<file path="src/logic/serial_pkg.sv">
package serial_pkg;

   // ------------------------------------------------------------
   // Basic types
   // ------------------------------------------------------------
   typedef logic [31:0] word_t;
   typedef logic [4:0]  regaddr_t;
   typedef logic [4:0]  cnt_t;     // Bit index, 0 is the LSB.

   // ------------------------------------------------------------
   // Major opcodes of the supported RV32I subset
   // ------------------------------------------------------------
   typedef enum logic [6:0] {
      OP_IMM    = 7'b0010011,
      OP_REG    = 7'b0110011,
      OP_LUI    = 7'b0110111,
      OP_LOAD   = 7'b0000011,
      OP_STORE  = 7'b0100011,
      OP_BRANCH = 7'b1100011,
      OP_JAL    = 7'b1101111
   } opcode_e;

   typedef enum logic [2:0] {
      ALU_ADD = 3'd0,
      ALU_SUB = 3'd1,
      ALU_AND = 3'd2,
      ALU_OR  = 3'd3,
      ALU_XOR = 3'd4
   } alu_op_e;

   // Where the serial rd bit comes from.
   typedef enum logic [1:0] {
      RD_ALU  = 2'd0,
      RD_LINK = 2'd1,
      RD_MEM  = 2'd2,
      RD_IMM  = 2'd3
   } rd_src_e;

endpackage

</file>
<file path="src/logic/serial_dp_if.sv">
`timescale 1ns/10ps

interface serial_dp_if import serial_pkg::*; ();

   cnt_t     cnt;
   logic     en;          // EXEC or LOAD_WB.
   logic     init;        // First EXEC bit.
   logic     imm_bit;
   logic     op_b_imm;
   alu_op_e  alu_op;
   rd_src_e  rd_src;
   logic     rd_we;
   regaddr_t rs1_addr;
   regaddr_t rs2_addr;
   regaddr_t rd_addr;
   logic     branch;
   logic     jal;
   logic     branch_ne;
   logic     mem_start;   // Pulse on the last EXEC bit of LW/SW.
   logic     mem_we;

   modport ctl (
      output cnt, en, init, imm_bit, op_b_imm, alu_op, rd_src, rd_we,
      output rs1_addr, rs2_addr, rd_addr, branch, jal, branch_ne, mem_start, mem_we
   );

   modport dp (
      input cnt, en, init, imm_bit, op_b_imm, alu_op, rd_src, rd_we,
      input rs1_addr, rs2_addr, rd_addr, branch, jal, branch_ne, mem_start, mem_we
   );

endinterface

</file>
<file path="src/logic/core_control.sv">
`timescale 1ns/10ps

module core_control import serial_pkg::*; (
   input  logic  clk,
   input  logic  i_arst_n,
   input  word_t i_ibus_rdt,
   input  logic  i_ibus_ack,
   output logic  o_ibus_cyc,
   input  logic  i_cmp_eq,
   input  logic  i_mem_done,
   serial_dp_if.ctl dp
);

   typedef enum logic [2:0] {S_FETCH, S_DECODE, S_EXEC, S_MEM, S_LOAD_WB} state_e;

   state_e     state;
   cnt_t       cnt;
   logic       ibus_cyc;
   word_t      ir;
   word_t      imm_sr;
   word_t      imm_word;
   opcode_e    opcode;
   logic [2:0] funct3;
   logic       alu_ok;
   logic       is_mem;
   logic       is_branch;
   logic       last;

   assign opcode    = opcode_e'(ir[6:0]);
   assign funct3    = ir[14:12];
   assign last      = (cnt == cnt_t'(31));
   assign is_mem    = (opcode == OP_LOAD) || (opcode == OP_STORE);
   assign is_branch = (opcode == OP_BRANCH) && (funct3[2:1] == 2'b00);  // BEQ/BNE only.
   assign alu_ok    = ((opcode == OP_IMM) || (opcode == OP_REG)) &&
                      ((funct3 == 3'b000) || (funct3[2:1] == 2'b11) || (funct3 == 3'b100));

   // ------------------------------------------------------------
   // Decode
   // ------------------------------------------------------------
   always_comb begin
      case (funct3)
         3'b100:  dp.alu_op = ALU_XOR;
         3'b110:  dp.alu_op = ALU_OR;
         3'b111:  dp.alu_op = ALU_AND;
         default: dp.alu_op = (opcode == OP_REG && ir[30]) ? ALU_SUB : ALU_ADD;
      endcase
      if (is_mem || opcode == OP_BRANCH) dp.alu_op = ALU_ADD;
   end

   always_comb begin
      case (opcode)
         OP_STORE:  imm_word = {{20{ir[31]}}, ir[31:25], ir[11:7]};
         OP_BRANCH: imm_word = {{19{ir[31]}}, ir[31], ir[7], ir[30:25], ir[11:8], 1'b0};
         OP_LUI:    imm_word = {ir[31:12], 12'd0};
         OP_JAL:    imm_word = {{11{ir[31]}}, ir[31], ir[19:12], ir[20], ir[30:21], 1'b0};
         default:   imm_word = {{20{ir[31]}}, ir[31:20]};
      endcase
   end

   assign dp.cnt       = cnt;
   assign dp.en        = (state == S_EXEC) || (state == S_LOAD_WB);
   assign dp.init      = (state == S_EXEC) && (cnt == '0);
   assign dp.imm_bit   = imm_sr[0];
   assign dp.op_b_imm  = (opcode == OP_IMM) || is_mem;
   assign dp.rs1_addr  = ir[19:15];
   assign dp.rs2_addr  = ir[24:20];
   assign dp.rd_addr   = ir[11:7];
   assign dp.branch    = is_branch;
   assign dp.branch_ne = funct3[0];
   assign dp.jal       = (opcode == OP_JAL);
   assign dp.mem_start = (state == S_EXEC) && last && is_mem;
   assign dp.mem_we    = (opcode == OP_STORE);
   assign dp.rd_we     = (state == S_LOAD_WB) ||
                         (alu_ok || opcode == OP_LUI || opcode == OP_JAL);

   always_comb begin
      if (state == S_LOAD_WB)   dp.rd_src = RD_MEM;
      else if (opcode == OP_JAL) dp.rd_src = RD_LINK;
      else if (opcode == OP_LUI) dp.rd_src = RD_IMM;
      else                       dp.rd_src = RD_ALU;
   end

   assign o_ibus_cyc = ibus_cyc;

   // ------------------------------------------------------------
   // State machine and bit counter
   // ------------------------------------------------------------
   always_ff @(posedge clk or negedge i_arst_n) begin
      if (!i_arst_n) begin
         state    <= S_FETCH;
         cnt      <= '0;
         ibus_cyc <= 1'b0;
      end else begin
         if (dp.en) cnt <= cnt + cnt_t'(1);
         case (state)
            S_FETCH: begin
               if (ibus_cyc && i_ibus_ack) begin
                  ibus_cyc <= 1'b0;
                  state    <= S_DECODE;
               end else begin
                  ibus_cyc <= 1'b1;
               end
            end
            S_DECODE:  state <= S_EXEC;
            S_EXEC:    if (last) state <= is_mem ? S_MEM : S_FETCH;
            S_MEM:     if (i_mem_done) state <= (opcode == OP_LOAD) ? S_LOAD_WB : S_FETCH;
            S_LOAD_WB: if (last) state <= S_FETCH;
            default:   state <= S_FETCH;
         endcase
      end
   end

   always_ff @(posedge clk) begin
      if (ibus_cyc && i_ibus_ack) ir <= i_ibus_rdt;
      if (state == S_DECODE) imm_sr <= imm_word;
      else if (state == S_EXEC) imm_sr <= {imm_sr[31], imm_sr[31:1]};  // Sign stays.
   end

   a_ibus_hold: assert property (@(posedge clk) disable iff (!i_arst_n)
      (o_ibus_cyc && !i_ibus_ack) |=> o_ibus_cyc)
      else $error("ibus cyc dropped before ack");

   // Idle cycles leave the counter parked at bit 0.
   a_cnt_idle: assert property (@(posedge clk) disable iff (!i_arst_n)
      !dp.en |=> (cnt == '0))
      else $error("bit counter moved outside a serial phase");

   // The compare flag is built over all 32 bits from register data.
   a_cmp_known: assert property (@(posedge clk) disable iff (!i_arst_n)
      (state == S_EXEC && last && is_branch) |-> !$isunknown(i_cmp_eq))
      else $error("branch compare unknown at bit 31");

endmodule

</file>
<file path="src/logic/core_alu.sv">
`timescale 1ns/10ps

module core_alu import serial_pkg::*; (
   input  logic clk,
   input  logic i_arst_n,
   serial_dp_if.dp dp,
   input  logic i_rs1_bit,
   input  logic i_rs2_bit,
   output logic o_rd_bit,
   output logic o_cmp_eq
);

   logic op_b;
   logic sub;
   logic b_inv;
   logic c_in;
   logic sum;
   logic carry_r;
   logic eq_r;

   assign op_b  = dp.op_b_imm ? dp.imm_bit : i_rs2_bit;
   assign sub   = (dp.alu_op == ALU_SUB);
   assign b_inv = op_b ^ sub;
   assign c_in  = dp.init ? sub : carry_r;   // Subtract is A + ~B + 1.
   assign sum   = i_rs1_bit ^ b_inv ^ c_in;

   // Starts set and clears on the first differing bit.
   assign o_cmp_eq = (dp.init | eq_r) & ~(i_rs1_bit ^ op_b);

   always_comb begin
      case (dp.alu_op)
         ALU_AND: o_rd_bit = i_rs1_bit & op_b;
         ALU_OR:  o_rd_bit = i_rs1_bit | op_b;
         ALU_XOR: o_rd_bit = i_rs1_bit ^ op_b;
         default: o_rd_bit = sum;
      endcase
   end

   always_ff @(posedge clk or negedge i_arst_n) begin
      if (!i_arst_n) begin
         carry_r <= 1'b0;
         eq_r    <= 1'b1;
      end else if (dp.en) begin
         carry_r <= (i_rs1_bit & b_inv) | (c_in & (i_rs1_bit ^ b_inv));
         eq_r    <= o_cmp_eq;
      end
   end

endmodule

</file>
<file path="src/logic/core_regfile.sv">
`timescale 1ns/10ps

module core_regfile import serial_pkg::*; (
   input  logic clk,
   input  logic i_arst_n,
   serial_dp_if.dp dp,
   input  logic i_rd_bit,
   output logic o_rs1_bit,
   output logic o_rs2_bit
);

   word_t regs [32];   // Entry 0 is never written.
   logic  wr_en;

   assign wr_en = dp.en && dp.rd_we && (dp.rd_addr != '0);

   // ------------------------------------------------------------
   // Serial write, one bit of rd per cycle
   // ------------------------------------------------------------
   always_ff @(posedge clk) begin
      if (wr_en) begin
         regs[dp.rd_addr][dp.cnt] <= i_rd_bit;
      end
   end

   // ------------------------------------------------------------
   // Serial read
   // ------------------------------------------------------------
   // Bit cnt is read before the same bit is written, so rd may equal rs.
   assign o_rs1_bit = (dp.rs1_addr != '0) && regs[dp.rs1_addr][dp.cnt];
   assign o_rs2_bit = (dp.rs2_addr != '0) && regs[dp.rs2_addr][dp.cnt];

   a_x0_zero: assert property (@(posedge clk) disable iff (!i_arst_n)
      (dp.en && dp.rd_we && dp.rd_addr == '0) |=>
         ((dp.rs1_addr != '0 || !o_rs1_bit) && (dp.rs2_addr != '0 || !o_rs2_bit)))
      else $error("x0 read back nonzero");

endmodule

</file>
<file path="src/logic/core_pc.sv">
`timescale 1ns/10ps

module core_pc import serial_pkg::*; #(
   parameter word_t RESET_PC = 32'h0000_0000
) (
   input  logic  clk,
   input  logic  i_arst_n,
   serial_dp_if.dp dp,
   input  logic  i_cmp_eq,
   output word_t o_ibus_adr,
   output logic  o_link_bit
);

   word_t pc_r;
   word_t p4_sr;
   word_t tgt_sr;
   logic  step;
   logic  pc_bit;
   logic  four_bit;
   logic  p4_c;
   logic  p4_cin;
   logic  p4_bit;
   logic  tgt_c;
   logic  tgt_cin;
   logic  tgt_bit;
   logic  take;

   // Load write-back reuses the counter, the PC only steps in EXEC.
   assign step     = dp.en && (dp.rd_src != RD_MEM);
   assign pc_bit   = pc_r[dp.cnt];
   assign four_bit = (dp.cnt == cnt_t'(2));
   assign p4_cin   = dp.init ? 1'b0 : p4_c;
   assign tgt_cin  = dp.init ? 1'b0 : tgt_c;
   assign p4_bit   = pc_bit ^ four_bit ^ p4_cin;
   assign tgt_bit  = pc_bit ^ dp.imm_bit ^ tgt_cin;
   assign take     = dp.jal || (dp.branch && (i_cmp_eq ^ dp.branch_ne));

   assign o_ibus_adr = pc_r;
   assign o_link_bit = p4_bit;   // PC+4 for JAL.

   always_ff @(posedge clk or negedge i_arst_n) begin
      if (!i_arst_n) begin
         pc_r  <= RESET_PC;
         p4_c  <= 1'b0;
         tgt_c <= 1'b0;
      end else if (step) begin
         p4_c  <= (pc_bit & four_bit) | (p4_cin & (pc_bit ^ four_bit));
         tgt_c <= (pc_bit & dp.imm_bit) | (tgt_cin & (pc_bit ^ dp.imm_bit));
         if (dp.cnt == cnt_t'(31)) begin
            pc_r <= take ? {tgt_bit, tgt_sr[31:1]} : {p4_bit, p4_sr[31:1]};
         end
      end
   end

   always_ff @(posedge clk) begin
      if (step) begin
         p4_sr  <= {p4_bit, p4_sr[31:1]};
         tgt_sr <= {tgt_bit, tgt_sr[31:1]};
      end
   end

endmodule

</file>
<file path="src/logic/core_mem_if.sv">
`timescale 1ns/10ps

module core_mem_if import serial_pkg::*; (
   input  logic       clk,
   input  logic       i_arst_n,
   serial_dp_if.dp    dp,
   input  logic       i_addr_bit,
   input  logic       i_rs2_bit,
   output logic       o_load_bit,
   output logic       o_mem_done,
   output word_t      o_dbus_adr,
   output word_t      o_dbus_dat,
   output logic [3:0] o_dbus_sel,
   output logic       o_dbus_we,
   output logic       o_dbus_cyc,
   input  word_t      i_dbus_rdt,
   input  logic       i_dbus_ack
);

   word_t adr_r;
   word_t dat_r;
   word_t rdt_r;
   logic  cyc_r;
   logic  we_r;
   logic  wb_phase;

   assign wb_phase = (dp.rd_src == RD_MEM);

   assign o_dbus_adr = adr_r;
   assign o_dbus_dat = dat_r;
   assign o_dbus_sel = 4'b1111;   // Word access only.
   assign o_dbus_we  = we_r;
   assign o_dbus_cyc = cyc_r;
   assign o_mem_done = cyc_r & i_dbus_ack;
   assign o_load_bit = rdt_r[0];

   // ------------------------------------------------------------
   // Bus cycle
   // ------------------------------------------------------------
   always_ff @(posedge clk or negedge i_arst_n) begin
      if (!i_arst_n) begin
         cyc_r <= 1'b0;
         we_r  <= 1'b0;
      end else if (dp.mem_start) begin
         cyc_r <= 1'b1;
         we_r  <= dp.mem_we;
      end else if (cyc_r && i_dbus_ack) begin
         cyc_r <= 1'b0;
         we_r  <= 1'b0;
      end
   end

   // Address and store data arrive LSB first during EXEC.
   always_ff @(posedge clk) begin
      if (dp.en && !wb_phase) begin
         adr_r <= {i_addr_bit, adr_r[31:1]};
         dat_r <= {i_rs2_bit, dat_r[31:1]};
      end
      if (cyc_r && i_dbus_ack) rdt_r <= i_dbus_rdt;
      else if (dp.en && wb_phase) rdt_r <= {1'b0, rdt_r[31:1]};
   end

   a_dbus_stable: assert property (@(posedge clk) disable iff (!i_arst_n)
      (o_dbus_cyc && !i_dbus_ack) |=>
         ($stable(o_dbus_adr) && $stable(o_dbus_dat) && $stable(o_dbus_we)))
      else $error("dbus request changed while waiting for ack");

endmodule

</file>
<file path="src/logic/core_top.sv">
`timescale 1ns/10ps

module core_top import serial_pkg::*; #(
   parameter word_t RESET_PC = 32'h0000_0000
) (
   input  logic       clk,
   input  logic       i_arst_n,
   output word_t      o_ibus_adr,
   output logic       o_ibus_cyc,
   input  word_t      i_ibus_rdt,
   input  logic       i_ibus_ack,
   output word_t      o_dbus_adr,
   output word_t      o_dbus_dat,
   output logic [3:0] o_dbus_sel,
   output logic       o_dbus_we,
   output logic       o_dbus_cyc,
   input  word_t      i_dbus_rdt,
   input  logic       i_dbus_ack
);

   serial_dp_if dp_bus ();

   logic cmp_eq;
   logic rs1_bit;
   logic rs2_bit;
   logic alu_bit;
   logic link_bit;
   logic load_bit;
   logic mem_done;
   logic rd_bit;

   // ------------------------------------------------------------
   // rd bit source
   // ------------------------------------------------------------
   always_comb begin
      case (dp_bus.rd_src)
         RD_LINK: rd_bit = link_bit;
         RD_MEM:  rd_bit = load_bit;
         RD_IMM:  rd_bit = dp_bus.imm_bit;   // LUI.
         default: rd_bit = alu_bit;
      endcase
   end

   core_control u_control (
      .clk (clk), .i_arst_n (i_arst_n),
      .i_ibus_rdt (i_ibus_rdt), .i_ibus_ack (i_ibus_ack), .o_ibus_cyc (o_ibus_cyc),
      .i_cmp_eq (cmp_eq), .i_mem_done (mem_done), .dp (dp_bus.ctl)
   );

   core_alu u_alu (
      .clk (clk), .i_arst_n (i_arst_n), .dp (dp_bus.dp),
      .i_rs1_bit (rs1_bit), .i_rs2_bit (rs2_bit),
      .o_rd_bit (alu_bit), .o_cmp_eq (cmp_eq)
   );

   core_regfile u_regfile (
      .clk (clk), .i_arst_n (i_arst_n), .dp (dp_bus.dp),
      .i_rd_bit (rd_bit), .o_rs1_bit (rs1_bit), .o_rs2_bit (rs2_bit)
   );

   core_pc #(.RESET_PC (RESET_PC)) u_pc (
      .clk (clk), .i_arst_n (i_arst_n), .dp (dp_bus.dp),
      .i_cmp_eq (cmp_eq), .o_ibus_adr (o_ibus_adr), .o_link_bit (link_bit)
   );

   core_mem_if u_mem_if (
      .clk (clk), .i_arst_n (i_arst_n), .dp (dp_bus.dp),
      .i_addr_bit (alu_bit), .i_rs2_bit (rs2_bit),
      .o_load_bit (load_bit), .o_mem_done (mem_done),
      .o_dbus_adr (o_dbus_adr), .o_dbus_dat (o_dbus_dat), .o_dbus_sel (o_dbus_sel),
      .o_dbus_we (o_dbus_we), .o_dbus_cyc (o_dbus_cyc),
      .i_dbus_rdt (i_dbus_rdt), .i_dbus_ack (i_dbus_ack)
   );

endmodule

</file>
<file path="config.mk">
export PLATFORM = sky130hd
export DESIGN_NAME = core_top
export DESIGN_NICKNAME = d
export VERILOG_FILES = /design/src/logic/serial_pkg.sv /design/src/logic/serial_dp_if.sv /design/src/logic/core_control.sv /design/src/logic/core_alu.sv /design/src/logic/core_regfile.sv /design/src/logic/core_pc.sv /design/src/logic/core_mem_if.sv /design/src/logic/core_top.sv
export SDC_FILE = /design/constraint.sdc
export NUM_CORES = 2
export LEC_CHECK = 0
export ABC_AREA = 1
export BUFFER_PORTS_ARGS = -buffer_cell sky130_fd_sc_hd__buf_2
export CELL_PAD_IN_SITES_DETAIL_PLACEMENT = 1
export CELL_PAD_IN_SITES_GLOBAL_PLACEMENT = 2
export CORE_MARGIN = 3
export CORE_UTILIZATION = 30
export CTS_CLUSTER_DIAMETER = 100
export DETAILED_ROUTE_END_ITERATION = 6
export GPL_ROUTABILITY_DRIVEN = 1
export PLACE_DENSITY = 0.66
export SYNTH_ARGS = -nofsm -noshare
export SYNTH_HDL_FRONTEND = slang
export SYNTH_HIERARCHICAL = 1
export SYNTH_SLANG_ARGS = --single-unit
export TNS_END_PERCENT = 1
</file>
<file path="constraint.sdc">
create_clock -name clk -period 23.5 [get_ports clk]
set_input_delay 3.525 -clock clk [delete_from_list [all_inputs] [get_ports clk]]
set_output_delay 3.525 -clock clk [all_outputs]
set_load 0.01 [all_outputs]
</file>
Word level (Yosys, flattened, before mapping)
Memory sizes are Yosys's and may differ from the RTL's. A register that Yosys moved wholly into a read port is not among the register bits.
Index checks and enable logic that the tools add are counted.
{"block": "totals", "latchBits": 0, "ram_bits": 1024, "in_bits": 68, "out_inout_bits": 103, "rom_bits": 0, "elab_cells": 157, "n_memories": 1, "reg_bits": 271}
{"memory": "u_regfile.regs", "words": 32, "width": 32, "read_ports": 2, "rd_clocked_by_memory_dff": 2, "write_ports": 1, "line": "core_regfile.sv:12", "rtl": "word_t regs [32];"}
{"block": "op_classes", "bitwise_logic": 24, "shift": 0, "n_addsub": 1, "n_div": 0, "n_lt_le_gt_ge": 2, "n_reduce_logical": 41, "n_mul": 0, "eq_ne": 29, "mux": 41}
{"operator": "$mux 32", "count": 5}
{"operator": "$pmux 31 s4", "count": 1}
{"operator": "$mux 31", "count": 1}
{"operator": "$eq 7x6->1 const B", "count": 3}
{"operator": "$mux 3", "count": 6}
{"operator": "$logic_and 1x1->1", "count": 17}
{"operator": "$bmux 1 s5", "count": 3}
{"operator": "$eq 3x3->1 const B", "count": 5}
{"operator": "$pmux 3 s5", "count": 1}
{"operator": "$reduce_bool 5->1", "count": 3}
{"operator": "$eq 7x7->1 const B", "count": 2}
{"operator": "$mux 1", "count": 14}
{"operator": "$eq 3x2->1 const B", "count": 4}
{"operator": "$logic_or 1x1->1", "count": 11}
{"operator": "$mux 5", "count": 2}
{"operator": "$and 1x1->1", "count": 9}
{"operator": "$pmux 3 s3", "count": 1}
{"operator": "$xor 1x1->1", "count": 9}
{"operator": "$mux 2", "count": 4}
{"operator": "$eq 7x2->1 const B", "count": 1}
{"operator": "$eq 7x5->1 const B", "count": 1}
{"operator": "$eq 2x2->1 const B", "count": 3}
{"operator": "$eq 3x1->1 const B", "count": 2}
{"operator": "$logic_not 3->1", "count": 2}
{"operator": "18 further kinds", "count": 28}

Depth between registers and ports, before layout
{"block": "logic_depth", "ltp_word": 11, "mapped_depth": 30, "ltp_nobuf": 26}

By module
Netlist, hierarchy kept.
{"module": "core_regfile", "cells_each": 7118, "n_inst": 1, "area_per_inst_um2": 56937.1}
{"module": "core_pc", "cells_each": 346, "n_inst": 1, "area_per_inst_um2": 3880.0}
{"module": "core_control", "cells_each": 381, "n_inst": 1, "area_per_inst_um2": 3613.5}
{"module": "core_mem_if", "cells_each": 216, "n_inst": 1, "area_per_inst_um2": 3434.5}
{"module": "core_alu", "cells_each": 43, "n_inst": 1, "area_per_inst_um2": 252.7}
{"module": "core_top", "cells_each": 13, "n_inst": 1, "area_per_inst_um2": 51.3}

Worst setup path before layout
No wires, ideal clock.
{"block": "synth_timing", "path_kind": "register to register", "startpoint": "register u_control.ir[21]", "endpoint": "memory u_regfile/regs[0][0] in the netlist's numbering (data pin)", "synth_period_minus_slack_ps": 17622, "arrival_ps": 14928, "setup_ps": 2694, "path_stages_with_launch": 30, "setup_slack_ps": 5878, "n_path_buf": 4, "cell_sequence": "edfxtp_1 > buf_4 > buf_2 > inv_2 > buf_2 > buf_2 > nand3_1 > nand3_1 > nand2_1 > nand2_1 > nand3_1 > nand3_1 > nand4_1 > nand2_1 > nand2_1 > nor2_1 > a21oi_1 > o21ai_2 > inv_2 > nand2_1 > nand2_1 > fa_1 > nand2_1 > nand2_1 > nor2_1 > nor2_1 > inv_2 > nand2_1 > nand3_1 > nand2_1"}
{"block": "synth_via", "elab_chain_cells": 8, "word_cells_on_any_way": 11}
{"element": "start, declared", "line": "core_control.sv:19", "rtl": "word_t ir;"}
{"element": "start signal, assigned", "line": "core_control.sv:114", "rtl": "if (ibus_cyc && i_ibus_ack) ir <= i_ibus_rdt;"}
{"element": "$reduce_bool 5->1 *", "line": "core_regfile.sv:31", "rtl": "assign o_rs2_bit = (dp.rs2_addr != '0) && regs[dp.rs2_addr][dp.cnt];"}
{"element": "$logic_and 1x1->1 *", "line": "core_regfile.sv:31"}
{"element": "net rs2_bit", "line": "core_top.sv:25", "rtl": "logic rs2_bit;"}
{"element": "$mux 1 *", "line": "core_alu.sv:21", "rtl": "assign op_b = dp.op_b_imm ? dp.imm_bit : i_rs2_bit;"}
{"element": "$xor 1x1->1", "line": "core_alu.sv:23", "rtl": "assign b_inv = op_b ^ sub;"}
{"element": "$xor 1x1->1 (2 in a row)", "line": "core_alu.sv:25", "rtl": "assign sum = i_rs1_bit ^ b_inv ^ c_in;"}
{"element": "$pmux 1 s3 *", "line": "core_alu.sv:31", "rtl": "case (dp.alu_op)"}
{"element": "net alu_bit", "line": "core_top.sv:26", "rtl": "logic alu_bit;"}
{"element": "$pmux 1 s3 *", "line": "core_top.sv:36", "rtl": "case (dp_bus.rd_src)"}
{"element": "net rd_bit", "line": "core_top.sv:30", "rtl": "logic rd_bit;"}
{"element": "end, declared", "line": "core_regfile.sv:12"}
The timed path passes the listed nets; every way through them passes the cells marked *.

Worst setup path after layout
{"block": "layout_timing", "startpoint": "register u_control.ir[20]", "endpoint": "memory u_regfile/regs[27][13] in the netlist's numbering (data pin)"}
The elaborated chain is that of the path after synthesis.

==> results.toml <==
[layout]
final_util_pct = 33.63
syn_to_final_growth_pct = 11.17
final_cell_mix = "nand2_1, nand3_1, edfxtp_1"
fin_nets = 8005
mostFrequentLayoutCell = "nand2_1"
drive_above_1_share_pct = 7.529

[placed_design]
post-dp-hpwl_um = 146500
place_ws_ns = 13.12
io_buffers = 166
place_congestion = 0.7800

[global_routing]
grt_use_met2_pct = 40.98
grt_pass1_wl_um = 425400
grt_max_degree = 245
grtUsageMet1_pct = 33.81
grt_pass1_vias = 61190
gr-total-overflow = 0
track_usage_pct = 24.80
top_usage_layer = "met2"
antenna_found_initial = 21
use_met3_pct = 3.383

[power]
ir_worst_vdd_v = 0.0003288
power_leakage_nw = 28.36
power_density_nw_per_um2 = 125.3

[drt]
first_pass_iters = 6
drt_iter0_markers = 5207
vias = 59490
drt_wl_total_um = 294500
wl_per_cell_um = 26.62
route.detailed.drc = 0
vias_per_cell = 5.378
antenna_left = 0

[synth]
ys_types = 44
netlist_area_um2 = 68170
yosysWarnings = 6
synthCells = 8117
avgSynthCellArea_um2 = 8.398
ys_ff_latch = 1293
seq_area_frac_synth_pct = 56.61

[clocking]
clk_latency_ns = 0.84
cts_sinks = 1293
cts_tree = "done"
postCtsSetupRepairBufs = 0
hold_buffers = 0
path_clk_slew_ns = 0.06
clockBufferDepth = 3
cts_made_buffers = 165
cts.htree.levels = 4
cts-resized-gates = 0
cts_root_buf = "clkbuf_16"

[sta]
post-route-period-util_pct = 45.75
tightestPinTransition_ns = 1.324
fin_skew_ns = 0.05774
maxSlewViolCount = 0
fmax_mhz = 93.00
setup_ws_ns = 12.75
relSlewSlack_pct = 11.76
rsz0062_at_grt = "false"
finalCriticalPeriod_ns = 10.75
hold_viol = 0
tns_ns = 0
finalSetupViolCount = 0

[worst_setup_path]
crit_path_top_delay_cell = "buf_4"
worst-path-max-fanout = 244
crit_path_start = "u_control/ir[20]$_DFFE_PP_"
worst_setup_path_end_kind = "flip-flop"
timing.rr.start = "u_control/ir[20]$_DFFE_PP_"
cp_slowest_stage_delay_ns = 0.98
crit_type = "reg -> reg"
rrSetupSlack_ns = 12.75
worstPathRequired_ns = 23.97
crit_top_cell = "nand2_1"
worst_ep_arrival_time_ns = 11.22
critPathLaunchType = "flip-flop"

[job]
drv_cap = 0

[hold_path]
holdCritPathClass = "reg -> reg"
min-delay-start = "u_pc/tgt_sr[31]$_DFFE_PP_"

[status]
status = "complete, no violations"

[floorplan]
fp-row-count = 174
ioPinCount = 171
die_h_um = 482.7
start_util_pct = 30.25
core_area_um2 = 225300
die-area_um2 = 233000
die_w_um = 482.7
-- stage by stage --
step                      hold slack (ns)  std cells  power (W)  area (µm²)
after global routing               0.4521      11060   0.009942       75780
after CTS                          0.4382      11050   0.009589       75770
final                              0.4373      11060   0.009493       75780
after floorplan                    0.4208       8151   0.005250       68300
after detailed placement           0.4288      10750   0.007051       70480
after global placement             0.4282      10750   0.006999       70480
-- worst max-delay path, delay by kind of cell (launching register included) --
| kind | cells | cell delay (ns) |
|---|---|---|
| fa+ha+maj | 1 | 0.53 |
| flops | 1 | 0.36 |
| buf+inv | 8 | 4.75 |
| simple gates | 20 | 3.00 |
| compound gates | 2 | 0.88 |
-- power breakdown --
group,leakage [nW],switching [W],internal [W],total [W]
clock,2.56,0.00107,0.00144,0.00251
sequential,11.9,0.0000808,0.00397,0.00405
combinational,13.9,0.00245,0.000489,0.00294
total,28.4,0.00360,0.00589,0.00949
-- routing by layer --
metal  wire, µm  vias up
met5         92        -
met4       8613       14
met3      16720      410
met2     137600     1725
met1     131400    30740
li1           -    26600
-- cells in the mapped netlist (all sizes together) --
master  number  area share (%)
buf        514             4.6
nand3b       1           0.011
dfrtp       46             1.7
or2         11            0.10
clkinv       3           0.017
nor4         5           0.046
nand3     1796              13
mux2         1           0.017
o31ai        6           0.066
xor2         3           0.039
clkbuf     170            0.94
a211oi       2           0.022
ha           5           0.092
o22ai       20            0.18
a31oi       13            0.12
o21bai       1           0.011
inv        130            0.73
o21ai       40            0.30
fa           3           0.088
a21boi       1           0.011
dfstp        1           0.039
nand4       13            0.12
nor2      1086             6.0
a21oi        6           0.050
edfxtp    1246              55
conb         2           0.011
nand2     2965              16
nor3        27            0.23
-- sequential cells by signal, summed over array words and instances, names as in the netlist --
register / count
u_control/o_ibus_cyc: 1
u_alu/carry_r: 1
u_mem_if/o_dbus_cyc: 1
u_pc/o_ibus_adr: 32
u_mem_if/o_dbus_adr: 32
u_pc/p4_c: 1
u_pc/tgt_sr: 31
u_control/state: 3
u_regfile/regs: 1024
u_alu/eq_r: 1
u_control/ir: 32
u_pc/tgt_c: 1
u_control/dp.cnt: 5
u_mem_if/rdt_r: 32
u_control/imm_sr: 32
u_pc/p4_sr: 31
u_mem_if/o_dbus_dat: 32
u_mem_if/o_dbus_we: 1
-- cell families (layout without fill, tap and decap cells) --
logic type      Yosys count  after routing  synth area share (%)
mux                       1              1               0.01652
fa+ha+maj                 8              8                0.1799
other cells               2             43               0.01102
buf+inv                 817            728                 6.294
xor+xnor                  3              3               0.03855
compound gates           89             89                0.7672
flops                  1293           1293                 56.61
simple gates           5904           5904                 36.08
-- final timing paths --
kind | endpoint | depth (start not counted)
max | u_regfile/regs[27][13]$_DFFE_PP_ | 31
min reg2reg | u_pc/tgt_sr[30]$_DFFE_PP_ | 0
max in group asynchronous | u_control/dp.cnt[3]$_DFFE_PN0P_ | 2
min | u_pc/tgt_sr[30]$_DFFE_PP_ | 0
min in group asynchronous | u_pc/o_ibus_adr[24]$_DFFE_PN0P_ | 2
max reg2reg | u_regfile/regs[27][13]$_DFFE_PP_ | 31
-- cell type report --
| cell class | instances | area (µm²) |
|---|---|---|
| Antenna cell | 7 | 17.52 |
| Clock buffer | 206 | 4334 |
| Clock inverter | 94 | 950.9 |
| Fill cell | 26510 | 149500 |
| Inverter | 133 | 591.8 |
| Multi-Input combinational cell | 6041 | 25640 |
| Sequential cell | 1293 | 38590 |
| Tap cell | 2992 | 3744 |
| Timing Repair Buffer | 295 | 1912 |
(Power assumes the default switching activity.)
